`config.mk`:
```
export PLATFORM = sky130hd
export DESIGN_NAME = ctl_reg_bank
export DESIGN_NICKNAME = d
export VERILOG_FILES = /design/src/logic/mem_pkg.sv /design/src/logic/ctl_reg_bank.sv /design/src/logic/dual_port_ram.sv
export SDC_FILE = /design/constraint.sdc
export NUM_CORES = 2
export LEC_CHECK = 0
export BUFFER_PORTS_ARGS = -buffer_cell sky130_fd_sc_hd__buf_2
export CORE_ASPECT_RATIO = 0.7
export CORE_UTILIZATION = 55
export DETAILED_ROUTE_END_ITERATION = 6
export GPL_TIMING_DRIVEN = 0
export PLACE_DENSITY_LB_ADDON = 0.12
export SLEW_MARGIN = 10
export SYNTH_ARGS = -nofsm -noshare
export SYNTH_HDL_FRONTEND = slang
export SYNTH_SLANG_ARGS = --single-unit
```
`constraint.sdc`:
```
create_clock -name bus_clk -period 2 [get_ports bus_clk]
set_clock_uncertainty 0.1 [all_clocks]
set_input_delay 0.2 -clock bus_clk [delete_from_list [all_inputs] [get_ports bus_clk]]
set_output_delay 0.2 -clock bus_clk [all_outputs]
set_load 0.03 [all_outputs]
```
`src/logic/mem_pkg.sv`:
```
package mem_pkg;

  // Host bus region select with code 3 reserved
  typedef enum logic [1:0] {
    REGION_CTL  = 2'd0,
    REGION_MOD  = 2'd1,
    REGION_DUTY = 2'd2,
    REGION_RSVD = 2'd3
  } region_e;

  typedef struct packed {
    logic        en;
    logic        we;
    region_e     region;
    logic [13:0] addr;
    logic [15:0] wdata;
  } host_req_t;

  // Configuration latched from controller writes
  typedef struct packed {
    logic        mod_wr_segment;
    logic        mod_rd_segment;
    logic [14:0] mod_cycle;
    logic [15:0] mod_freq_div;
    logic        duty_wr_page;
    logic [7:0]  intensity;
  } cfg_t;

  typedef struct packed {
    logic        valid;
    logic        segment;
    logic [14:0] idx;
    logic [7:0]  width;
  } pulse_t;

  // Controller area select on addr[13:8]
  localparam logic [5:0] CTL_SEL_MAIN = 6'h00;

  localparam logic [7:0] ADDR_MOD_WR_SEGMENT = 8'h20;
  localparam logic [7:0] ADDR_MOD_RD_SEGMENT = 8'h21;
  localparam logic [7:0] ADDR_MOD_CYCLE      = 8'h22;
  localparam logic [7:0] ADDR_MOD_FREQ_DIV   = 8'h23;
  localparam logic [7:0] ADDR_DUTY_WR_PAGE   = 8'h24;
  localparam logic [7:0] ADDR_INTENSITY      = 8'h25;

  localparam int CTL_DEPTH  = 256;
  // Two 8-bit samples per word
  localparam int MOD_WORDS  = 16384;
  // Two pages of 16384 words with two entries per word
  localparam int DUTY_WORDS = 32768;

endpackage

```
`src/logic/ctl_reg_bank.sv`:
```
`timescale 1ns/1ps

module ctl_reg_bank (
  input  logic               bus_clk,
  input  logic               arst_n,
  input  logic               en,
  input  mem_pkg::host_req_t req,
  output logic [15:0]        rdata,
  output mem_pkg::cfg_t      cfg
);

  logic       wr_now;
  logic [2:0] wr_hist;

  assign wr_now = en && req.we;

  // Readback store for the controller words
  dual_port_ram #(
    .width(16),
    .depth(mem_pkg::CTL_DEPTH)
  ) ctl_ram_i (
    .bus_clk (bus_clk),
    .a_en    (en),
    .a_we    (req.we),
    .a_addr  (req.addr[7:0]),
    .a_wdata (req.wdata),
    .a_rdata (rdata),
    .b_addr  ('0),
    .b_rdata ()
  );

  // Latch cfg on the third cycle of a held write
  always_ff @(posedge bus_clk or negedge arst_n) begin
    if (!arst_n) begin
      wr_hist <= '0;
      cfg     <= '0;
    end else begin
      wr_hist <= {wr_hist[1:0], wr_now};
      if (wr_now && (wr_hist == 3'b011)) begin
        case (req.addr[7:0])
          mem_pkg::ADDR_MOD_WR_SEGMENT: cfg.mod_wr_segment <= req.wdata[0];
          mem_pkg::ADDR_MOD_RD_SEGMENT: cfg.mod_rd_segment <= req.wdata[0];
          mem_pkg::ADDR_MOD_CYCLE:      cfg.mod_cycle      <= req.wdata[14:0];
          mem_pkg::ADDR_MOD_FREQ_DIV:   cfg.mod_freq_div   <= req.wdata;
          mem_pkg::ADDR_DUTY_WR_PAGE:   cfg.duty_wr_page   <= req.wdata[0];
          mem_pkg::ADDR_INTENSITY:      cfg.intensity      <= req.wdata[7:0];
          default: begin
          end
        endcase
      end
    end
  end

  // Address held while the cfg update is pending
  a_addr_stable: assert property (
    @(posedge bus_clk) disable iff (!arst_n)
    (wr_now && wr_hist[0] && !wr_hist[2]) |-> $stable(req.addr)
  );

endmodule

```
`src/logic/dual_port_ram.sv`:
```
`timescale 1ns/1ps

module dual_port_ram #(
  parameter int width = 16,
  parameter int depth = 256
) (
  input  logic                     bus_clk,
  input  logic                     a_en,
  input  logic                     a_we,
  input  logic [$clog2(depth)-1:0] a_addr,
  input  logic [width-1:0]         a_wdata,
  output logic [width-1:0]         a_rdata,
  input  logic [$clog2(depth)-1:0] b_addr,
  output logic [width-1:0]         b_rdata
);

  logic [width-1:0] mem [depth];

  // Port A reads before it writes
  always_ff @(posedge bus_clk) begin
    if (a_en) begin
      a_rdata <= mem[a_addr];
      if (a_we) begin
        mem[a_addr] <= a_wdata;
      end
    end
  end

  // Port B reads every cycle
  always_ff @(posedge bus_clk) begin
    b_rdata <= mem[b_addr];
  end

endmodule

```
==> flow_summary.ini <==
[timing]
min_period_ns = 3.32
fin_crit_sh_pct = 166
worst-slew-pin-transition_ns = 1.24
whs_ns = 0.112
fin_tns_setup_ns = -212.89
setup_viol = 1699
fmax_ghz = 0.301
rsz0062_at_grt = yes
drv_slew = 0
layout_setup_ws_ns = -1.32
finalHoldViolations = 0
relSlewSlack_pct = 17.6

[synthesis]
synth-xor-area-share_pct = 0
ys.warnings.count = 0
synth_edf_count = 4112
synthTopCellsByArea = edfxtp_1 79%, mux4_2 15%, a22oi_1 2.4%, a21oi_1 0.82%, dfrtp_1 0.72%
synth_ff_type = edfxtp_1
ys_async_sr_fraction_pct = 1.08
synth.most_common_cell = edfxtp_1
yosysTopAreaCell = edfxtp_1
yosysSeqAreaShare_pct = 79.3
synth_area_per_cell_sq_um = 23.1
synth_fa_ha_area_share_pct = 0
synth_compound_area_share_pct = 3.62
synth_fp_nets = 6845
synth_mux_area_share_pct = 15.0
synth_area_sq_mm = 0.157
netlist_instances = 6808
yosys.area_share.simple_pct = 0.890
ys_seq_elements = 4157
synth_top_family_by_area = multiplexers
yosys-top-cells-count = 4,112 x edfxtp_1, 1,024 x mux4_2, 512 x a22oi_1
yosys.area.top_type_share_pct = 78.6
synth.distinct_cells = 30

[floorplanning]
die_area_sq_mm = 0.288
core_sq_mm = 0.283
die-width_um = 641
row_count = 163
pin_count = 95
die_y_um = 449
initial_utilization_pct = 55.5

[power_and_ir_drop]
switching_power_mw = 38.4
swShare_pct = 21.7
power_leakage_nw = 56.5
pwr-share-clk_pct = 40.3
ir_worst_vdd_v = 0.000832
power_frac_comb_pct = 5.5
power_density_mw_per_mm2 = 964
power.internal_mw = 139
seq_power_share_pct = 54.1

[route]
first_pass_iters = 7
vias = 79600
drt_iter0_markers = 12900
antenna_left = 0
route.detailed.drc = 2
wl_per_cell_um = 39.2
vias_per_cell = 6.85
wl_mm = 455

[place]
dpl_worst_slack_ns = -3.58
gp_congestion = 1.08
place_hpwl_mm = 290
port_buffers = 83

[cells_and_area]
finish.utilization_pct = 64.9
syn2layout_area_growth_pct = 16.9
fin_nets = 7575
drive_gt1_share_pct = 34.2

[global_route]
grt_usage_pct = 31.7
grt_pass1_wl_mm = 620
overflow = 0
grt_pass1_vias = 76100
grt_max_degree = 134
antenna_found_initial = 14

[outcome]
failed_checks = DRC, setup timing
status = finished with violations

[worst_setup_path]
cp_slowest_stage_delay_ns = 0.59
worst_r2r_startpoint = ctl_ram_i.mem[219][11]
critPathMaxFanout = 1
critical_path_class = reg2reg
path_cells = mux4_2 > a22oi_1 > a21oi_1 > o41ai_2 > nand4_1
end_kind = register
reg2reg_slack_ns = -1.32
cp_slowest_cell = nand4_1
critPathRequiredTime_ns = 2.37
critPathLaunchType = register
r2r-end = ctl_ram_i.a_rdata[11]
worstRegToRegCells = 5
cp.arrival_ns = 3.70

[clock_tree]
htreeDepth = 5
clk_pin_slew_ns = 0.06
cts.path.max_buffers = 4
cts_tree = done
root_buffer = clkbuf_16
clock_latency_ns = 0.95
clkSinkCount = 4157
cts_buffers = 376

[hold_path]
hold_depth = 6
hold_start = req[32]
hold_end = cfg[8]
hold_path_class = in2reg

[run]
cap_violations = 0
flip-flops by register name, summed over array words and instances (netlist names):
name	cells
ctl_ram_i.a_rdata	16
cfg	42
wr_hist	3
ctl_ram_i.mem	4096
per-stage QoR:
stage	instance area [sq um]	std cells	power, mW
floorplan	159000	6808	102
global placement	165000	10700	107
detailed placement	166000	10700	107
CTS	181000	11500	177
global route	184000	11600	181
finish	184000	11600	177
repair_timing:
action,4_1_cts,5_1_grt
setup buffers,102,114
endpoints found under the hold margin,1963,0
hold buffers,21,0
gates cloned,0,1
pin swaps,126,134
gates resized for setup,334,125
setup endpoints to repair,4112,3277
placed cells by master, fill, tap and decap left out, types with 10 or more instances in the layout:
| cell | count |
|---|---|
| buf_16 | 34 |
| mux4_2 | 1024 |
| buf_6 | 28 |
| a22oi_1 | 447 |
| clkbuf_1 | 204 |
| buf_1 | 17 |
| edfxtp_1 | 4112 |
| clkbuf_16 | 400 |
| a21oi_2 | 77 |
| buf_4 | 139 |
| clkbuf_8 | 17 |
| o41ai_4 | 24 |
| buf_8 | 32 |
| nand2_2 | 10 |
| o41ai_2 | 22 |
| buf_12 | 160 |
| diode_2 | 10 |
| nand4_1 | 16 |
| dfrtp_1 | 45 |
| a21oi_1 | 170 |
| nor2_4 | 250 |
| clkbuf_2 | 65 |
| o41ai_1 | 18 |
| mux2_2 | 32 |
| buf_2 | 94 |
| clkinv_1 | 75 |
| clkbuf_4 | 30 |
| clkinvlp_4 | 14 |
| mux2_1 | 10 |
| bufinv_16 | 35 |
| a22oi_2 | 65 |
| clkinv_2 | 55 |
| dlygate4sd3_1 | 21 |
layout make-up:
type	count	area, sq um
Antenna cell	10	25.0
Buffer	415	3060
Clock buffer	475	10000
Clock inverter	190	1850
Fill cell	18300	99200
Inverter	1	3.75
Multi-Input combinational cell	2234	34200
Sequential cell	4157	125000
Tap cell	3795	4750
Timing Repair Buffer	353	5250
metal layers:
metal | up-vias | GRT usage, % | routed length, um | part of all wire (%)
li1 | 30900 | - | - | -
met1 | 42700 | 48.5 | 178000 | 39
met2 | 5412 | 43.0 | 193000 | 42
met3 | 660 | 11.6 | 69000 | 15
met4 | 4 | 9.06 | 15400 | 3.4
met5 | - | 0 | 181 | 0.040
worst max path at each step:
stage                                start                     to  slack, ns  cells after the start
floorplan                          req[19]  ctl_ram_i.mem[155][0]      -0.27                      7
global placement                   req[18]   ctl_ram_i.a_rdata[9]      -4.35                      8
global route        ctl_ram_i.mem[172][12]  ctl_ram_i.a_rdata[12]      -1.13                      5
finish              ctl_ram_i.mem[219][11]  ctl_ram_i.a_rdata[11]      -1.32                      5
CTS                  ctl_ram_i.mem[175][3]   ctl_ram_i.a_rdata[3]      -1.10                      5
detailed placement                 req[17]   ctl_ram_i.a_rdata[2]      -3.58                      8
worst max-delay path: cells and delay by family, from the launching register on:
kind / cells / cell delay, ns
DFF: 1 / 0.35
AOI/OAI and AO/OA: 3 / 1.35
and+or+nand+nor: 1 / 0.59
muxes: 1 / 0.49
cell families (layout without fill, tap and decap cells):
group / after synthesis / count (layout)
and+or+nand+nor: 336 / 336
DFF: 4157 / 4157
other: 0 / 10
muxes: 1066 / 1066
AOI/OAI and AO/OA: 832 / 832
buffers and inverters: 417 / 1434
power groups by stage:
stage               combinational, mW  sequential [mW]  clock, mW
global placement                 8.68             98.1          0
detailed placement               9.11             97.7          0
CTS                              9.52             95.9       71.8
global route                     10.0             95.8       75.0
floorplan                        4.23             97.8          0
finish                           9.82             95.9       71.4
(Power assumes the default switching activity.)
