--- config.mk ---
export PLATFORM = sky130hd
export DESIGN_NAME = mod_sampler
export DESIGN_NICKNAME = d
export VERILOG_FILES = /design/src/logic/mem_pkg.sv /design/src/logic/mod_sampler.sv
export SDC_FILE = /design/constraint.sdc
export NUM_CORES = 1
export LEC_CHECK = 0
export BUFFER_PORTS_ARGS = -buffer_cell sky130_fd_sc_hd__buf_2
export CAP_MARGIN = 30
export CELL_PAD_IN_SITES_DETAIL_PLACEMENT = 1
export CELL_PAD_IN_SITES_GLOBAL_PLACEMENT = 1
export CORE_AREA = 2 2 109 101
export CTS_CLUSTER_SIZE = 12
export DETAILED_ROUTE_END_ITERATION = 10
export DIE_AREA = 0 0 111 103
export PLACE_DENSITY = 0.8
export SYNTH_ARGS = -nofsm -noshare
export SYNTH_HDL_FRONTEND = slang
export SYNTH_SLANG_ARGS = --single-unit
--- constraint.sdc ---
create_clock -name bus_clk -period 2.3 [get_ports bus_clk]
set_input_delay 0.46 -clock bus_clk [delete_from_list [all_inputs] [get_ports bus_clk]]
set_output_delay 0.46 -clock bus_clk [all_outputs]
set_load 0.1 [all_outputs]
--- src/logic/mem_pkg.sv ---
package mem_pkg;

  // Host bus region select with code 3 reserved
  typedef enum logic [1:0] {
    REGION_CTL  = 2'd0,
    REGION_MOD  = 2'd1,
    REGION_DUTY = 2'd2,
    REGION_RSVD = 2'd3
  } region_e;

  typedef struct packed {
    logic        en;
    logic        we;
    region_e     region;
    logic [13:0] addr;
    logic [15:0] wdata;
  } host_req_t;

  // Configuration latched from controller writes
  typedef struct packed {
    logic        mod_wr_segment;
    logic        mod_rd_segment;
    logic [14:0] mod_cycle;
    logic [15:0] mod_freq_div;
    logic        duty_wr_page;
    logic [7:0]  intensity;
  } cfg_t;

  typedef struct packed {
    logic        valid;
    logic        segment;
    logic [14:0] idx;
    logic [7:0]  width;
  } pulse_t;

  // Controller area select on addr[13:8]
  localparam logic [5:0] CTL_SEL_MAIN = 6'h00;

  localparam logic [7:0] ADDR_MOD_WR_SEGMENT = 8'h20;
  localparam logic [7:0] ADDR_MOD_RD_SEGMENT = 8'h21;
  localparam logic [7:0] ADDR_MOD_CYCLE      = 8'h22;
  localparam logic [7:0] ADDR_MOD_FREQ_DIV   = 8'h23;
  localparam logic [7:0] ADDR_DUTY_WR_PAGE   = 8'h24;
  localparam logic [7:0] ADDR_INTENSITY      = 8'h25;

  localparam int CTL_DEPTH  = 256;
  // Two 8-bit samples per word
  localparam int MOD_WORDS  = 16384;
  // Two pages of 16384 words with two entries per word
  localparam int DUTY_WORDS = 32768;

endpackage

--- src/logic/mod_sampler.sv ---
`timescale 1ns/1ps

module mod_sampler (
  input  logic                bus_clk,
  input  logic                arst_n,
  input  mem_pkg::cfg_t       cfg,
  output logic [14:0]         mod_idx,
  output logic                rd_segment,
  input  logic [7:0]          sample,
  output logic [15:0]         duty_idx,
  input  logic [7:0]          width,
  output mem_pkg::pulse_t     pulse
);

  logic [15:0] div_cnt;
  logic        step;
  logic        wrap;
  logic [14:0] idx_q;
  logic        seg_q;

  // Lookup pipeline where stage 1 waits on the sample and stage 2 on the width
  logic        v1;
  logic        seg1;
  logic [14:0] idx1;
  logic        v2;
  logic        seg2;
  logic [14:0] idx2;

  assign step = (div_cnt >= cfg.mod_freq_div);
  assign wrap = (idx_q >= cfg.mod_cycle);

  always_ff @(posedge bus_clk or negedge arst_n) begin
    if (!arst_n) begin
      div_cnt <= '0;
      idx_q   <= '0;
      seg_q   <= 1'b0;
    end else if (step) begin
      div_cnt <= '0;
      if (wrap) begin
        idx_q <= '0;
        // New segment only from sample 0
        seg_q <= cfg.mod_rd_segment;
      end else begin
        idx_q <= idx_q + 15'd1;
      end
    end else begin
      div_cnt <= div_cnt + 16'd1;
    end
  end

  assign mod_idx    = idx_q;
  assign rd_segment = seg_q;

  always_ff @(posedge bus_clk or negedge arst_n) begin
    if (!arst_n) begin
      v1 <= 1'b0;
      v2 <= 1'b0;
    end else begin
      v1 <= step;
      v2 <= v1;
    end
  end

  always_ff @(posedge bus_clk) begin
    seg1 <= seg_q;
    idx1 <= idx_q;
    seg2 <= seg1;
    idx2 <= idx1;
  end

  // Intensity selects the 256-entry row
  assign duty_idx = {cfg.intensity, sample};

  assign pulse = '{valid: v2, segment: seg2, idx: idx2, width: width};

  // Back-to-back pulses need a zero divider two cycles earlier
  a_pulse_spacing: assert property (
    @(posedge bus_clk) disable iff (!arst_n)
    (pulse.valid && $past(pulse.valid)) |-> ($past(cfg.mod_freq_div, 2) == '0)
  );

endmodule

==> flow_metrics.tcl, run 1 <==
set metrics [dict create \
    syn_area_per_cell_um2 10.2 \
    clockBufferDepth 2 \
    gp_congestion 0.781 \
    wl_um 8810 \
    grt_max_degree 35 \
    grt_pass1_vias 2956 \
    synth_edf_count 0 \
    maxCapViolCount 0 \
    slew_violations 0 \
    portBuffers 66 \
    relSlewSlack 0.456 \
    worstSetupStartpoint "div_cnt[0]$_DFF_PN0_" \
    syn-cell-area_um2 3410 \
    grt-ovfl-total 0 \
    cts.sinks 66 \
    die_x_um 111 \
    rsz0062_at_grt "yes" \
    tritoncts "built" \
    wire_per_inst_um 16.1 \
    insertion_delay_ps 330 \
    worst_slew_pin_slew_ps 815 \
    synth_cell_types 51 \
    core-area_um2 10400 \
    ant_nets 0 \
    hold_class "in -> async" \
    synth.top_cell.area_share 0.250 \
    num_io_pins 117 \
    cts_buffers 9 \
    hold-worst-slack_ps 227 \
    antenna_found_initial 0 \
    yosys_most_used_dff "dfrtp_1" \
    crit_path_frequent_cell "buf_12" \
    setup_violations 0 \
    dieArea_um2 11400 \
    via_count 2692 \
    track_usage 0.158 \
    fin_skew_ps 6.17 \
    finish.net_count 504 \
    synth_cells 335 \
    firstDrtPassIters 4 \
    crit_type "reg -> reg" \
    avgViaCountPerCell 4.90 \
    netlist_top_cells_area "dfrtp_1 25%, dfxtp_1 19%, ha_1 12%, buf_4 5.7%, inv_1 4.0%" \
    drcViolationCount 0 \
    fin_area_um2 4340 \
    synth_top_area_cell "dfrtp_1" \
    synthArstFlopShare 0.515 \
    p_total_w 0.00513 \
    required_ps 2510 \
    finalCritPeriodShare 0.983 \
    placed_cell_area_um2 3940 \
    die_y_um 103 \
    ys_warn_count 0 \
    critPathMaxFanout 8 \
    antenna_cells 0 \
    drive_gt1_frac 0.370 \
    leakage_nw 2.22 \
    syn_nets 428 \
    crit_arrival_ps 2470 \
    period_minus_slack_ps 2260 \
    cts.htree.levels 3 \
    status "finished, final reports clean" \
    p_per_area_nw_per_um2 1180 \
    peakVddDrop_uv 982 \
    crit_slowest_cell "dfrtp_1" \
    hold_viol_final 0 \
    drt_iter0_markers 129 \
    dp_hpwl_um 6410 \
    cts.reportedPaths.clkPinSlew_ps 60 \
    root_buffer "clkbuf_16" \
    crit_path_end_kind "register" \
    initial_core_util 0.328 \
    finalSetupTns_ps 0 \
    regToRegStartpoint "div_cnt[0]$_DFF_PN0_" \
    row_count 36 \
    crit_chain "inv_1 -> ha_1 -> nand2b_4 -> a2111oi_4 -> o311ai_4 -> a21oi_4 -> buf_12 -> nor3_4 -> buf_12 -> a22o_1" \
    yosysSeqAreaShare 0.437 \
    grt_pass1_wl_um 14200 \
    nFillCells 1178 \
    area_growth_pct 27.2 \
    startpoint_type "register" \
    yosys_register_bits 66 \
    max_stage_delay_ps 370 \
    fmax_mhz 442 \
]
## cell usage in the layout (no fill, tap or decap), types with 12 or more instances in the layout
cell type,Yosys,routed
buf_2,2,66
dfrtp_1,34,19
buf_4,26,31
nand2_1,16,16
dfxtp_1,32,32
dfrtp_2,0,12
xor2_1,13,13
inv_1,36,36
nand3_1,13,13
nor2_1,23,23
ha_1,33,32
## power breakdown
part           total (W)  switching (W)  internal [W]
logic            0.00217        0.00157      0.000606
registers        0.00160       0.000160       0.00144
clock network    0.00136       0.000506      0.000858
total            0.00513        0.00223       0.00290
## state kept, by name, summed over array words and instances, names as in the netlist
signal / count
div_cnt: 16
idx1: 15
idx2: 15
mod_idx: 15
rd_segment: 1
seg1: 1
seg2: 1
v1: 1
v2: 1
## cells by family after synthesis
group,count (synthesis),share of synthesized area
xor gates and xnor gates,14,0.0360
adders and majority gates,33,0.121
muxes,2,0.00734
buffers and inverters,72,0.115
DFF,66,0.437
and+or+nand+nor,90,0.143
AOI/OAI and AO/OA,58,0.139
## synth_stat cells (all sizes together) (5+ instances only)
library cell / count
inv: 37
dfrtp: 34
ha: 33
dfxtp: 32
buf: 31
nor2: 23
nand2: 16
nand3: 14
xor2: 13
a21oi: 9
o31ai: 9
a22o: 8
nand4: 7
a21o: 6
and2: 6
and4: 6
and3: 5
o21ai: 5
## worst max-delay path: cells and delay by family (launching register included)
kind / cells / cell delay, ps
AOI/OAI and AO/OA: 4 / 980
DFF: 1 / 370
buffers and inverters: 3 / 350
adders and majority gates: 1 / 260
and+or+nand+nor: 2 / 180
## final cells by class
class	count	area, µm²	share of cell area
Multi-Input combinational cell	197	1580	0.364
Clock buffer	12	278	0.0641
Sequential cell	66	1520	0.350
Clock inverter	4	30.0	0.00692
Inverter	37	141	0.0326
Timing Repair Buffer	100	623	0.144
Tap cell	133	166	0.0384
## metrics by stage
step            util  setup WS [ps]  instances
6_report       0.417           38.5        549
5_1_grt        0.417          -52.9        549
4_1_cts        0.410           34.5        545
3_3_place_gp   0.379           -147        529
2_1_floorplan      -           15.1        335
3_5_place_dp   0.379           -193        529
## timing repair
item,4_1_cts,5_1_grt
setup buffers,0,4
gates resized for setup,2,8
hold buffers,0,0
pin swaps,0,6
endpoints found under the setup margin,2,29
## final timing paths
kind                       slack [ps]  cells past startpoint                      to
max                                40                     10  mod_idx[5]$_DFFE_PN0P_
min                               230                      1    div_cnt[8]$_DFF_PN0_
max reg2reg                        40                     10  mod_idx[5]$_DFFE_PN0P_
min reg2reg                       320                      0        idx2[12]$_DFF_P_
max in group asynchronous        1470                      1  mod_idx[8]$_DFFE_PN0P_
min in group bus_clk              320                      0        idx2[12]$_DFF_P_
## routing by layer
| layer | global-route usage | wire length (µm) | up-vias |
|---|---|---|---|
| met5 | 0 | 0 | - |
| met4 | 0.0673 | 222 | 0 |
| met3 | 0.0388 | 450 | 27 |
| met2 | 0.289 | 4400 | 76 |
| met1 | 0.180 | 3740 | 1303 |
| li1 | - | - | 1286 |
No activity file was read; power rests on OpenSTA's default activity.
==> run 2, diff against run 1 <==
--- a/config.mk
+++ b/config.mk
@@ -9,11 +9,11 @@
 export CAP_MARGIN = 30
 export CELL_PAD_IN_SITES_DETAIL_PLACEMENT = 1
 export CELL_PAD_IN_SITES_GLOBAL_PLACEMENT = 1
-export CORE_AREA = 2 2 109 101
+export CORE_AREA = 2 2 103 95
 export CTS_CLUSTER_SIZE = 12
 export DETAILED_ROUTE_END_ITERATION = 10
-export DIE_AREA = 0 0 111 103
-export PLACE_DENSITY = 0.8
+export DIE_AREA = 0 0 105 97
+export PLACE_DENSITY = 0.85
 export SYNTH_ARGS = -nofsm -noshare
 export SYNTH_HDL_FRONTEND = slang
 export SYNTH_SLANG_ARGS = --single-unit
==> constraint.sdc (replaced) <==
create_clock -name bus_clk -period 2.1 [get_ports bus_clk]
set_input_delay 0.42 -clock bus_clk [delete_from_list [all_inputs] [get_ports bus_clk]]
set_output_delay 0.42 -clock bus_clk [all_outputs]
set_load 0.1 [all_outputs]
==> flow_metrics.tcl, run 2 (synthesized netlist as in run 1, its figures left out) <==
set metrics [dict create \
    violations "negative setup slack" \
    rsz0062_at_grt "yes" \
    nFillCells 1029 \
    die_y_um 97 \
    gp_congestion 0.828 \
    ant_nets 0 \
    num_io_pins 117 \
    crit_path_frequent_cell "a21oi_4" \
    p_comb_frac 0.475 \
    net-switching-power_w 0.00255 \
    dp_hpwl_um 7060 \
    grt_max_degree 23 \
    portBuffers 66 \
    r2r_slack_ps -140 \
    post-route-util 0.508 \
    track_usage 0.205 \
    wl_um 9940 \
    startpoint_type "register" \
    seqPwrFrac 0.312 \
    area_growth_pct 34.1 \
    insertion_delay_ps 360 \
    relSlewSlack 0.614 \
    peakVddDrop_uv 663 \
    grt-ovfl-total 0 \
    final_cell_mix "66 x buf_2, 49 x buf_4, 32 x dfxtp_1" \
    p_sw_frac 0.459 \
    crit_path_end_kind "register" \
    row_count 33 \
    hold_buffers 0 \
    dp_cells 537 \
    setup_slack_ps -138 \
    grt_pass1_vias 3305 \
    hold_class "in -> async" \
    wire_per_inst_um 17.8 \
    intPower_w 0.00302 \
    drive_gt1_frac 0.441 \
    drt_iter0_markers 101 \
    fmax_mhz 447 \
    p_total_w 0.00557 \
    final_common_cell "buf_2" \
    pre_cts_slack_ps -308 \
    regToRegStartpoint "div_cnt[0]$_DFF_PN0_" \
    finish.net_count 523 \
    grt_pass1_wl_um 16500 \
    antenna_cells 0 \
    period_minus_slack_ps 2240 \
    regArea_um2 1540 \
    drcViolationCount 0 \
    finalCritPeriodShare 1.07 \
    cts_buffers 9 \
    path_buf_inv 2 \
    fin_skew_ps 11.2 \
    slew_violations 0 \
    critPathMaxFanout 5 \
    crit_type "reg -> reg" \
    maxCapViolCount 0 \
    crit_chain "inv_2 -> ha_4 -> nand2b_4 -> a2111oi_4 -> o311ai_4 -> a21oi_4 -> buf_12 -> a21oi_4 -> mux2_4" \
    crit_arrival_ps 2480 \
    initial_core_util 0.379 \
    required_ps 2340 \
    cts.sinks 66 \
    final_cells 557 \
    leakage_nw 2.26 \
    avgViaCountPerCell 5.10 \
    via_count 2843 \
    p_per_area_nw_per_um2 1220 \
    top_register "div_cnt" \
    worstSetupStartpoint "div_cnt[0]$_DFF_PN0_" \
    multi_input_area_um2 1770 \
    setup_violations 31 \
    root_buffer "clkbuf_8" \
    crit_slowest_cell "dfrtp_1" \
    antenna_found_initial 0 \
    max_stage_delay_ps 420 \
    die_x_um 105 \
    status "complete, but fails checks" \
    cts.reportedPaths.clkPinSlew_ps 80 \
    core-area_um2 9000 \
    clockPowerShare 0.213 \
    path_delay_family "compound AO/OA/AOI/OAI gates" \
    firstDrtPassIters 4 \
    cts.htree.levels 3 \
    dieArea_um2 10200 \
    hold_viol_final 0 \
    largest_reg_flops 16 \
    tritoncts "built" \
    worst_slew_pin_slew_ps 579 \
    clockBufferDepth 2 \
]
[run 2: cell count changes in the layout (fill, tap and decap cells not counted), moves of 3 or more]
cell / previous run / this run
clkbuf_16: 10 / 1
ha_1: 32 / 23
clkbuf_8: 2 / 9
buf_4: 31 / 49
dfrtp_2: 12 / 3
dfrtp_4: 3 / 12
inv_1: 36 / 31
ha_4: 1 / 10
buf_6: 0 / 3
inv_2: 0 / 5
[run 2: power groups by stage]
stage	clock network [W]	registers [W]	logic [W]
6_report	0.00119	0.00174	0.00264
4_1_cts	0.00121	0.00174	0.00259
3_5_place_dp	0	0.00177	0.00251
3_3_place_gp	0	0.00174	0.00240
2_1_floorplan	0	0.00270	0.00108
5_1_grt	0.00129	0.00177	0.00279
[run 2: final cells by class]
cell class              count  area share
clock buffers              10      0.0326
clock inverters             6      0.0153
inverters                  37      0.0309
multi-input cells         197       0.387
flip-flops and latches     66       0.337
well taps                 122      0.0334
repair buffers            119       0.164
[run 2: final timing paths]
kind	to	cells past startpoint
max	rd_segment$_DFFE_PN0P_	9
min	mod_idx[3]$_DFFE_PN0P_	1
max reg2reg	rd_segment$_DFFE_PN0P_	9
min reg2reg	idx2[8]$_DFF_P_	0
max in group asynchronous	div_cnt[2]$_DFF_PN0_	2
min in group bus_clk	idx2[8]$_DFF_P_	0
[run 2: layer usage]
metal  share of wire  vias up  global-route usage  wire length [µm]
met4           0.027        0              0.0944               270
met2            0.50       94               0.348              4970
met1            0.42     1391               0.240              4180
met5               0        -                   0                 0
met3           0.052       38              0.0559               518
li1                -     1320                   -                 -
[run 2: through the flow]
| step | hold WS (ps) | area [µm²] | TNS [ps] |
|---|---|---|---|
| after detailed placement | 315 | 4210 | -7800 |
| final | 53.4 | 4570 | -2030 |
| after floorplan | 124 | 3610 | -498 |
| after global routing | 75.5 | 4570 | -4110 |
| after global placement | 310 | 4210 | -6280 |
| after CTS | 50.8 | 4510 | -1800 |
[run 2: what timing repair did]
action | in CTS | in global routing
gates resized for setup | 10 | 12
buffers inserted | 3 | 1
endpoints found under the setup margin | 32 | 32
pin swaps | 3 | 3
endpoints found under the hold margin | 0 | 0
