==> config.mk <==
export PLATFORM = sky130hd
export DESIGN_NAME = bus_decoder
export DESIGN_NICKNAME = d
export VERILOG_FILES = /design/src/logic/mem_pkg.sv /design/src/logic/bus_decoder.sv
export SDC_FILE = /design/constraint.sdc
export NUM_CORES = 1
export LEC_CHECK = 0
export BUFFER_PORTS_ARGS = -buffer_cell sky130_fd_sc_hd__buf_2
export CAP_MARGIN = 20
export CELL_PAD_IN_SITES_DETAIL_PLACEMENT = 0
export CELL_PAD_IN_SITES_GLOBAL_PLACEMENT = 1
export CORE_MARGIN = 2
export CORE_UTILIZATION = 17
export CTS_CLUSTER_DIAMETER = 50
export DETAILED_ROUTE_END_ITERATION = 10
export PLACE_DENSITY_LB_ADDON = 0.1
export SYNTH_ARGS = -nofsm -noshare
export SYNTH_HDL_FRONTEND = slang
export SYNTH_SLANG_ARGS = --single-unit
==> constraint.sdc <==
create_clock -name bus_clk -period 1.44 [get_ports bus_clk]
set_clock_uncertainty 0.05 [all_clocks]
set_input_delay 0.144 -clock bus_clk [delete_from_list [all_inputs] [get_ports bus_clk]]
set_output_delay 0.144 -clock bus_clk [all_outputs]
set_load 0.01 [all_outputs]
==> src/logic/mem_pkg.sv <==
package mem_pkg;

  // Host bus region select with code 3 reserved
  typedef enum logic [1:0] {
    REGION_CTL  = 2'd0,
    REGION_MOD  = 2'd1,
    REGION_DUTY = 2'd2,
    REGION_RSVD = 2'd3
  } region_e;

  typedef struct packed {
    logic        en;
    logic        we;
    region_e     region;
    logic [13:0] addr;
    logic [15:0] wdata;
  } host_req_t;

  // Configuration latched from controller writes
  typedef struct packed {
    logic        mod_wr_segment;
    logic        mod_rd_segment;
    logic [14:0] mod_cycle;
    logic [15:0] mod_freq_div;
    logic        duty_wr_page;
    logic [7:0]  intensity;
  } cfg_t;

  typedef struct packed {
    logic        valid;
    logic        segment;
    logic [14:0] idx;
    logic [7:0]  width;
  } pulse_t;

  // Controller area select on addr[13:8]
  localparam logic [5:0] CTL_SEL_MAIN = 6'h00;

  localparam logic [7:0] ADDR_MOD_WR_SEGMENT = 8'h20;
  localparam logic [7:0] ADDR_MOD_RD_SEGMENT = 8'h21;
  localparam logic [7:0] ADDR_MOD_CYCLE      = 8'h22;
  localparam logic [7:0] ADDR_MOD_FREQ_DIV   = 8'h23;
  localparam logic [7:0] ADDR_DUTY_WR_PAGE   = 8'h24;
  localparam logic [7:0] ADDR_INTENSITY      = 8'h25;

  localparam int CTL_DEPTH  = 256;
  // Two 8-bit samples per word
  localparam int MOD_WORDS  = 16384;
  // Two pages of 16384 words with two entries per word
  localparam int DUTY_WORDS = 32768;

endpackage

==> src/logic/bus_decoder.sv <==
`timescale 1ns/1ps

module bus_decoder (
  input  logic              bus_clk,
  input  logic              arst_n,
  input  mem_pkg::host_req_t req,
  output logic              ctl_en,
  output logic              mod_en,
  output logic              duty_en,
  input  logic [15:0]       ctl_rdata,
  input  logic [15:0]       mod_rdata,
  input  logic [15:0]       duty_rdata,
  output logic [15:0]       rdata
);

  logic [5:0]       ctl_sel;
  logic             rd_valid;
  mem_pkg::region_e rd_region;

  assign ctl_sel = req.addr[13:8];

  // Controller area only decodes on its main select
  assign ctl_en  = req.en && (req.region == mem_pkg::REGION_CTL) &&
                   (ctl_sel == mem_pkg::CTL_SEL_MAIN);
  assign mod_en  = req.en && (req.region == mem_pkg::REGION_MOD);
  assign duty_en = req.en && (req.region == mem_pkg::REGION_DUTY);

  // Remember which region the read went to
  always_ff @(posedge bus_clk or negedge arst_n) begin
    if (!arst_n) begin
      rd_valid  <= 1'b0;
      rd_region <= mem_pkg::REGION_CTL;
    end else begin
      rd_valid  <= (ctl_en || mod_en || duty_en) && !req.we;
      rd_region <= req.region;
    end
  end

  // Steer returning RAM data
  always_comb begin
    rdata = '0;
    if (rd_valid) begin
      case (rd_region)
        mem_pkg::REGION_CTL:  rdata = ctl_rdata;
        mem_pkg::REGION_MOD:  rdata = mod_rdata;
        mem_pkg::REGION_DUTY: rdata = duty_rdata;
        default:              rdata = '0;
      endcase
    end
  end

  // Host must never use the reserved region
  a_no_rsvd_region: assert property (
    @(posedge bus_clk) disable iff (!arst_n)
    req.en |-> (req.region != mem_pkg::REGION_RSVD)
  );

endmodule

==> out/results.tsv, run 1 <==
metric	value	unit
routed vias/inst	3.98	
CTS buffer count	3	
Sw Ratio	26.8	%
internal power	0.420	mW
required time of the critical path	1250	ps
vias in the first global route	864	
routability cong.	0.711	
Mapped Nets	167	
Post-Syn Instances	83	
Leakage Power	0.647	nW
post-CTS setup buffer count	0	
Ports	103	
status	finished, violations left	
initial DRC count	26	
H-tree Lvls	1	
Comb power frac	40.8	%
DRC Markers	0	
vias	859	
number of routed nets with antenna violations	0	
worst relative slew slack	72.4	%
Die X	66.9	um
pin count of the biggest net entering global routing	17	
HPWL Detailed	1970	um
first-pass GRT wire length	3710	um
Root Buffer	clkbuf_8	
Power, Total	0.574	mW
PD cells	477	nW/um^2
post-layout minimum cycle time	1580	ps
clock buffer depth	2	
row count	22	
initial antenna violation count	0	
clk slew on worst S/H paths	30	ps
placed cell count	211	
Layout area overhead	79.0	%
data arrival time of the worst path	1390	ps
fillcell total	447	
post-detailed-route wirelength per cell	10.4	um
share of cells above drive strength 1	60.1	%
hold path cells	2	
max cap viols	0	
Post-synth EDFFs	0	
Die Ht	66.9	um
CTS sink count	3	
Setup WS pre-CTS	29.7	ps
syn avg cell area	8.11	sq um
Ant. Diodes	0	
total track usage	10.6	%
Final setup viols	16	
maximum fanout along the worst path	7	
share of synthesized registers carrying an async set or reset	100	%
final slew viol count	0	
fin nets	253	
nature of the critical path endpoint	output port	
Slew @ Worst Pin	413	ps
Yosys cell types	19	
flops & latches, synth	3	
VDD IR-drop max	279	uV
sequential area share after synthesis	11.2	%
Setup Crit Path Kind	reg -> out	
crit start category	register	
sequential share of power	17.2	%
final std cells w/o fill	216	
mapped cell area	673	sq um
setup_tns	-2050	ps
Net Sw Power	0.154	mW
Final period util	110	%
fin util	32.2	%
Port Buf Inserts	78	
Multi-input gate area	547	sq um
Post-synth top flop	dfrtp_1	
Max Fclk	0.631	GHz
failing checks	setup timing	
Min-Delay Path Class	in -> reg	
DR pass1 iterations	3	
Initial Utilization	18.0	%
sequential cell area	76.3	sq um
clock share of power	42.0	%
die area	4480	sq um
final hold violations	0	
final worst slack	-144	ps
CTS tree	yes	
Hold EP	rd_valid	
gr ovfl total	0	
Core Region	3740	sq um
YS warnings	0	
Post-Route WL	2260	um
RSZ-0062 raised after global routing	true	
hold_sp	req[32]	
flip-flops by register name (all words and copies together) (netlist names):
name       flops
rd_region      2
rd_valid       1
logic make-up (layout without fill, tap and decap cells):
logic type | after synthesis | count (layout) | synth area share, %
AO/OA/AOI/OAI | 17 | 17 | 24.7
XOR/XNOR | 1 | 1 | 1.30
buffers and inverters | 6 | 91 | 7.99
flip-flops | 3 | 3 | 11.2
multiplexers | 16 | 16 | 23.8
AND/OR/NAND/NOR | 40 | 40 | 31.0
metal layers:
| layer | track usage (%) | vias to the layer above | share of wire (%) |
|---|---|---|---|
| met5 | 0 | - | 0 |
| met4 | 3.83 | 0 | 0 |
| met3 | 1.86 | 0 | 8.5 |
| met2 | 18.9 | 37 | 50 |
| met1 | 12.6 | 369 | 41 |
| li1 | - | 453 | - |
area by class of cell:
type                    count  area share (%)
multi-input cells          74            45.4
repair buffers             87            39.6
flip-flops and latches      3            6.33
well taps                  48            4.98
clock buffers               4            3.74
power groups by stage:
stage / clock network [mW] / logic [mW] / registers, mW
2_1_floorplan: 0 / 0.121 / 0.0937
3_3_place_gp: 0 / 0.232 / 0.100
3_5_place_dp: 0 / 0.235 / 0.0997
4_1_cts: 0.251 / 0.240 / 0.0996
5_1_grt: 0.257 / 0.265 / 0.101
6_report: 0.241 / 0.234 / 0.0986
cell usage after synthesis (2+ instances only):
cell / n / share of area [%]
a21boi_1: 6 / 6.7
nand2_1: 16 / 8.9
nor2b_1: 2 / 1.9
or2_1: 16 / 15
clkbuf_1: 2 / 1.1
mux2i_1: 16 / 24
a21boi_2: 10 / 17
buf_4: 2 / 2.2
dfrtp_1: 3 / 11
worst max path at each step:
| stage | from | to | slack, ps | cells past startpoint |
|---|---|---|---|---|
| floorplan | rd_region[0] | rdata[10] | 140 | 6 |
| global placement | rd_region[0] | rdata[15] | 50 | 5 |
| detailed placement | rd_region[0] | rdata[2] | 30 | 5 |
| CTS | rd_region[0] | rdata[1] | -160 | 5 |
| global route | rd_region[0] | rdata[11] | -220 | 5 |
| finish | rd_region[0] | rdata[1] | -140 | 5 |
critical path: stages, from the launching register on:
cell,delay (ps)
dfrtp_2,440
buf_6,160
mux2i_1,110
or2_1,210
a21boi_1,110
buf_2,140
cells in the final DEF (no fill, tap or decap):
| cell | instances |
|---|---|
| buf_2 | 78 |
| mux2i_1 | 16 |
| or2_1 | 16 |
| nand2_1 | 16 |
| a21boi_2 | 10 |
| a21boi_1 | 6 |
| buf_4 | 6 |
| clkbuf_8 | 3 |
| dfrtp_1 | 2 |
| nor2b_2 | 1 |
| nor2b_1 | 1 |
| nor4_1 | 1 |
| nor3_1 | 1 |
| and3_1 | 1 |
| and2_1 | 1 |
| and3b_1 | 1 |
| xor2_1 | 1 |
| a32oi_1 | 1 |
| nor2_1 | 1 |
| clkbuf_1 | 1 |
| dlygate4sd3_1 | 1 |
| buf_12 | 1 |
| buf_6 | 1 |
| dfrtp_2 | 1 |
stage by stage:
| stage | cell area [sq um] | hold slack [ps] |
|---|---|---|
| after floorplan | 673 | -202 |
| after global placement | 1140 | -107 |
| after detailed placement | 1140 | -105 |
| after CTS | 1200 | 23.4 |
| after global routing | 1200 | 36.9 |
| final | 1200 | 28.1 |
repair_timing:
item                       CTS  global route
hold buffers                 1             0
setup endpoints to repair   16            16
hold endpoints to repair     3             0
gates resized for setup      3             0
Power figures use the tool's default switching activity.
==> run 2, diff against run 1 <==
--- a/config.mk
+++ b/config.mk
@@ -7,13 +7,11 @@
 export LEC_CHECK = 0
 export BUFFER_PORTS_ARGS = -buffer_cell sky130_fd_sc_hd__buf_2
 export CAP_MARGIN = 20
-export CELL_PAD_IN_SITES_DETAIL_PLACEMENT = 0
-export CELL_PAD_IN_SITES_GLOBAL_PLACEMENT = 1
 export CORE_MARGIN = 2
-export CORE_UTILIZATION = 17
+export CORE_UTILIZATION = 29
 export CTS_CLUSTER_DIAMETER = 50
 export DETAILED_ROUTE_END_ITERATION = 10
-export PLACE_DENSITY_LB_ADDON = 0.1
+export PLACE_DENSITY = 0.81
 export SYNTH_ARGS = -nofsm -noshare
 export SYNTH_HDL_FRONTEND = slang
 export SYNTH_SLANG_ARGS = --single-unit
==> run 2 against run 1 <==
  * The flow still finishes with violations (setup timing)
  * Non-clock buffer count is the same
  * Worst hold slack worse by 11 ps
  * Clock power decreased by 39%
  * Critical path type unchanged
  * Critical endpoint is now rdata[7]
  * Largest power group is now combinational logic
  * Highest routed layer unchanged
==> out/results.tsv, run 2 (synthesis results as in run 1) <==
metric	value	unit	change
PD cells	414	nW/um^2	-13%
pin count of the biggest net entering global routing	17		unchanged
CP max-delay cell	dfrtp_2		
RSZ-0062 raised after global routing	true		
Setup crit end	rdata[7]		
most frequent cells in the layout	78 x buf_2, 16 x mux2i_1, 16 x or2_1, 16 x nand2_1, 10 x a21boi_2		
Largest register FFs	2		unchanged
vias	895		+4.2%
routability cong.	0.657		-7.6%
final worst slack	-171	ps	-26.9 ps
Setup WS pre-CTS	71.6	ps	+42.0 ps
total track usage	15.9	%	+5.3 points
Die X	52.2	um	-22%
Largest regs	rd_region: 2 flops, rd_valid: 1 flops		
Max Fclk	0.621	GHz	-1.7%
max incr delay on CP	440	ps	about the same
post-detailed-route wirelength per cell	11.1	um	+6.2%
vias in the first global route	882		+2.1%
Min-Delay Path Class	in -> reg		
commonest non-fill, non-tap cell in the layout	buf_2		
required time of the critical path	1250	ps	about the same
Leakage Power	0.638	nW	-1.5%
maximum fanout along the worst path	7		unchanged
Layout area overhead	71.7	%	
fillcell total	223		-50%
Post-Route WL	2180	um	-3.6%
Ant. Diodes	0		unchanged
gr ovfl total	0		unchanged
die area	2720	sq um	-39%
clk slew on worst S/H paths	40	ps	about the same
Core Region	2210	sq um	-41%
Final period util	112	%	+1.9 points
crit path from	rd_region[0]		
post-layout minimum cycle time	1610	ps	+26.9 ps
largest reg by FF count	rd_region		
critical path's top delay family	flip-flops		
HPWL Detailed	1800	um	-8.6%
CTS sink count	3		unchanged
Multi-input gate area	547	sq um	unchanged
CTS buffer count	3		unchanged
final slew viol count	0		unchanged
Setup Crit Path Kind	reg -> out		
fin nets	253		unchanged
DR pass1 iterations	1		-2
initial antenna violation count	0		unchanged
CTS tree	yes		
number of routed nets with antenna violations	0		unchanged
final hold violations	0		unchanged
VDD IR-drop max	373	uV	+34%
cells along the critical path	buf_6 > mux2i_1 > or2_1 > a21boi_2 > buf_2		
crit start category	register		
max cap viols	0		unchanged
Crit path depth	5		unchanged
failing checks	setup timing		
status	finished, violations left		
post-CTS setup buffer count	0		unchanged
sequential cell area	76.3	sq um	unchanged
routed vias/inst	4.57		+15%
Die Ht	52.2	um	-22%
Ports	103		unchanged
Port Buf Inserts	78		unchanged
worst relative slew slack	74.3	%	+1.9 points
row count	17		-23%
Root Buffer	clkbuf_4		
Final setup viols	16		unchanged
clock buffer depth	2		unchanged
nature of the critical path endpoint	output port		
share of cells above drive strength 1	60.1	%	unchanged
setup_tns	-2350	ps	-294 ps
first-pass GRT wire length	3330	um	-10%
H-tree Lvls	1		unchanged
DRC Markers	0		unchanged
initial DRC count	0		-100%
Slew @ Worst Pin	386	ps	-27.8 ps
CP Buf/Inv Count	2		unchanged
data arrival time of the worst path	1420	ps	+30 ps
Initial Utilization	30.4	%	+12 points
-- run 2: changes by cell type in the layout (fill, tap and decap cells not counted) --
cell / before / now
clkbuf_4: 0 / 3
buf_4: 6 / 5
clkbuf_8: 3 / 0
buf_12: 1 / 0
buf_6: 1 / 3
-- run 2: routing by layer --
layer	wire length [um]	share of wire (%)	global-route usage, %
met4	0	0	3.85
met2	1110	51	32.7
met1	818	38	17.0
met3	249	11	1.43
met5	0	0	0
-- run 2: how the worst min path moves through the flow --
stage,from,depth (start not counted),endpoint,slack (ps)
2_1_floorplan,arst_n,0,rd_region[0],-200
3_3_place_gp,arst_n,1,rd_region[1],-110
3_5_place_dp,arst_n,1,rd_valid,-110
4_1_cts,req[32],2,rd_valid,10
5_1_grt,req[32],2,rd_valid,20
6_report,req[32],2,rd_valid,20
-- run 2: power breakdown --
| part | switching [mW] | total [mW] | internal [mW] |
|---|---|---|---|
| registers | 0.00857 | 0.0979 | 0.0893 |
| logic | 0.0942 | 0.234 | 0.140 |
| clock network | 0.0427 | 0.146 | 0.104 |
| total | 0.145 | 0.479 | 0.333 |
-- run 2: stage by stage --
step	util, %	total power [mW]	hold WS [ps]	std cells	area (sq um)
floorplan	-	0.214	-202	83	673
global placement	49.6	0.322	-108	190	1100
detailed placement	49.6	0.327	-108	190	1100
CTS	52.3	0.491	14.2	196	1160
global route	52.3	0.516	21.4	196	1160
finish	52.3	0.479	17.6	196	1160
-- run 2: timing repair --
item                                    CTS  global route
pin swaps                                 0             3
hold buffers                              1             0
resized for setup                         7             0
endpoints found under the setup margin   16            16
hold endpoints to repair                  3             0
gates cloned                              1             0
-- run 2: cell type report --
type / count / area share, %
Tap cell: 28 / 3.03
Timing Repair Buffer: 87 / 40.8
Multi-Input combinational cell: 74 / 47.3
Sequential cell: 3 / 6.60
Clock buffer: 4 / 2.27
==> run 3, diff against run 2 <==
--- a/config.mk
+++ b/config.mk
@@ -11,7 +11,8 @@
 export CORE_UTILIZATION = 29
 export CTS_CLUSTER_DIAMETER = 50
 export DETAILED_ROUTE_END_ITERATION = 10
-export PLACE_DENSITY = 0.81
+export PLACE_DENSITY_LB_ADDON = 0.12
+export REMOVE_ABC_BUFFERS = 1
 export SYNTH_ARGS = -nofsm -noshare
 export SYNTH_HDL_FRONTEND = slang
 export SYNTH_SLANG_ARGS = --single-unit
==> run 3 against run 2 <==
  * The run still ends with setup timing left
  * Final cell count decreased by 0.51%
  * Via count fell by 0.89%
  * Clock power is 4% higher
  * Global-route usage decreased by 1.0 points
  * Sequential share of layout area about the same
  * Routed wire length fell by 5.5%
  * Critical endpoint is now rdata[12]
  * Core utilization is 0.57 points lower
  * Critical path depth did not move
  * Fmax increased by 2.1%
  * First-iteration DRC count increased by 4
==> out/results.tsv, run 3 (synthesis results as in run 1) <==
metric	value	unit	change
status	finished, violations left		
failing checks	setup timing		
gr ovfl total	0		unchanged
Final period util	110	%	-2.3 points
clock buffer depth	2		unchanged
DRC Markers	0		unchanged
number of routed nets with antenna violations	0		unchanged
Min-Delay Path Class	in -> reg		
Ant. Diodes	0		unchanged
post-CTS setup buffer count	0		unchanged
nature of the critical path endpoint	output port		
clk slew on worst S/H paths	40	ps	about the same
post-detailed-route wirelength per cell	10.5	um	-5.0%
Layout area overhead	69.9	%	
H-tree Lvls	1		unchanged
Leakage Power	0.630	nW	-1.1%
Initial Utilization	30.4	%	unchanged
CTS sink count	3		unchanged
maximum fanout along the worst path	9		+2
vias in the first global route	825		-6.5%
Final setup viols	16		unchanged
Hold EP	rd_region[1]		
CTS buffer count	3		unchanged
Setup WS pre-CTS	85.0	ps	+13.4 ps
routability cong.	0.582		-11%
crit start category	register		
row count	17		unchanged
Core Region	2210	sq um	unchanged
worst relative slew slack	71.1	%	-3.2 points
RSZ-0062 raised after global routing	true		
Post-Route WL	2060	um	-5.5%
fin nets	252		-0.40%
Die Ht	52.2	um	unchanged
final slew viol count	0		unchanged
initial antenna violation count	0		unchanged
first-pass GRT wire length	3170	um	-4.8%
vias	887		-0.89%
Largest register FFs	2		unchanged
largest reg by FF count	rd_region		
Ports	103		unchanged
HPWL Detailed	1660	um	-8.0%
pin count of the biggest net entering global routing	17		unchanged
Port Buf Inserts	78		unchanged
total track usage	14.9	%	-1.0 points
Max Fclk	0.634	GHz	+2.1%
post-layout minimum cycle time	1580	ps	-32.4 ps
required time of the critical path	1250	ps	about the same
PD cells	419	nW/um^2	+1.1%
Setup Crit Path Kind	reg -> out		
hold_sp	req[31]		
final hold violations	0		unchanged
VDD IR-drop max	384	uV	+2.8%
Largest regs	rd_region: 2 flops, rd_valid: 1 flops		
fin util	51.7	%	-0.57 points
commonest non-fill, non-tap cell in the layout	buf_2		
CTS tree	yes		
Die X	52.2	um	unchanged
die area	2720	sq um	unchanged
initial DRC count	4		+4
routed vias/inst	4.55		-0.39%
hold path cells	1		-1
most frequent cells in the layout	78 x buf_2, 16 x mux2i_1, 16 x or2_1, 16 x nand2_1, 10 x a21boi_2		
DR pass1 iterations	2		+1
Slew @ Worst Pin	433	ps	+47.3 ps
Root Buffer	clkbuf_4		
final worst slack	-138	ps	+32.4 ps
data arrival time of the worst path	1380	ps	-40 ps
share of cells above drive strength 1	58.1	%	-2.0 points
max cap viols	0		unchanged
[run 3: cell types whose count changed in the layout (fill, tap and decap cells not counted)]
cell           change
buf_4              -1
nor2b_2            -1
dfrtp_1            +1
buf_6              -1
dlygate4sd3_1      +1
dfrtp_2            -1
nor2b_1            +1
[run 3: how the worst max path moves through the flow]
stage / endpoint / from / cells past startpoint / slack, ps
6_report: rdata[12] / rd_region[0] / 5 / -140
4_1_cts: rdata[12] / rd_region[0] / 5 / -150
3_5_place_dp: rdata[12] / rd_region[0] / 5 / 80
5_1_grt: rdata[4] / rd_region[0] / 5 / -220
3_3_place_gp: rdata[12] / rd_region[0] / 5 / 100
2_1_floorplan: rdata[0] / rd_region[0] / 3 / -400
[run 3: area by class of cell]
cell class                      count  area (sq um)
Fill cell                         209          1070
Sequential cell                     3          75.1
Multi-Input combinational cell     74           544
Timing Repair Buffer               86           463
Tap cell                           28          35.0
Clock buffer                        4          26.3
[run 3: layer usage]
layer | track usage [%] | wire length (um) | part of all wire [%] | vias up
li1 | - | - | - | 457
met1 | 15.5 | 819 | 40 | 392
met2 | 30.8 | 1060 | 52 | 38
met3 | 1.71 | 176 | 8.6 | 0
met4 | 3.85 | 0 | 0 | 0
met5 | 0 | 0 | 0 | -
[run 3: worst max-delay path, cell delays in order (launching register included)]
cell and delay [ps]:
dfrtp_1 400, buf_6 160, mux2i_1 120, or2_1 220, a21boi_2 110, buf_2 140
[run 3: power breakdown]
part	leakage (nW)	internal (mW)	total (mW)	switching [mW]
clock network	0.0150	0.104	0.152	0.0483
logic	0.579	0.137	0.229	0.0922
registers	0.0368	0.0890	0.0970	0.00806
total	0.630	0.330	0.479	0.149
[run 3: per-stage QoR]
step / power [mW] / instance area (sq um) / std cells / setup TNS (ps) / hold WS [ps]
after floorplan: 0.199 / 619 / 77 / -6340 / -202
after global placement: 0.317 / 1090 / 189 / 0 / -110
after detailed placement: 0.323 / 1090 / 189 / 0 / -107
after CTS: 0.486 / 1140 / 195 / -2170 / 17.4
after global routing: 0.518 / 1140 / 195 / -3230 / 25.3
final: 0.479 / 1140 / 195 / -1890 / 25.0
[run 3: repair_timing]
action                                  in CTS  in global routing
gates resized for setup                      2                  0
hold buffers                                 2                  0
endpoints found under the hold margin        4                  0
endpoints found under the setup margin      16                 16
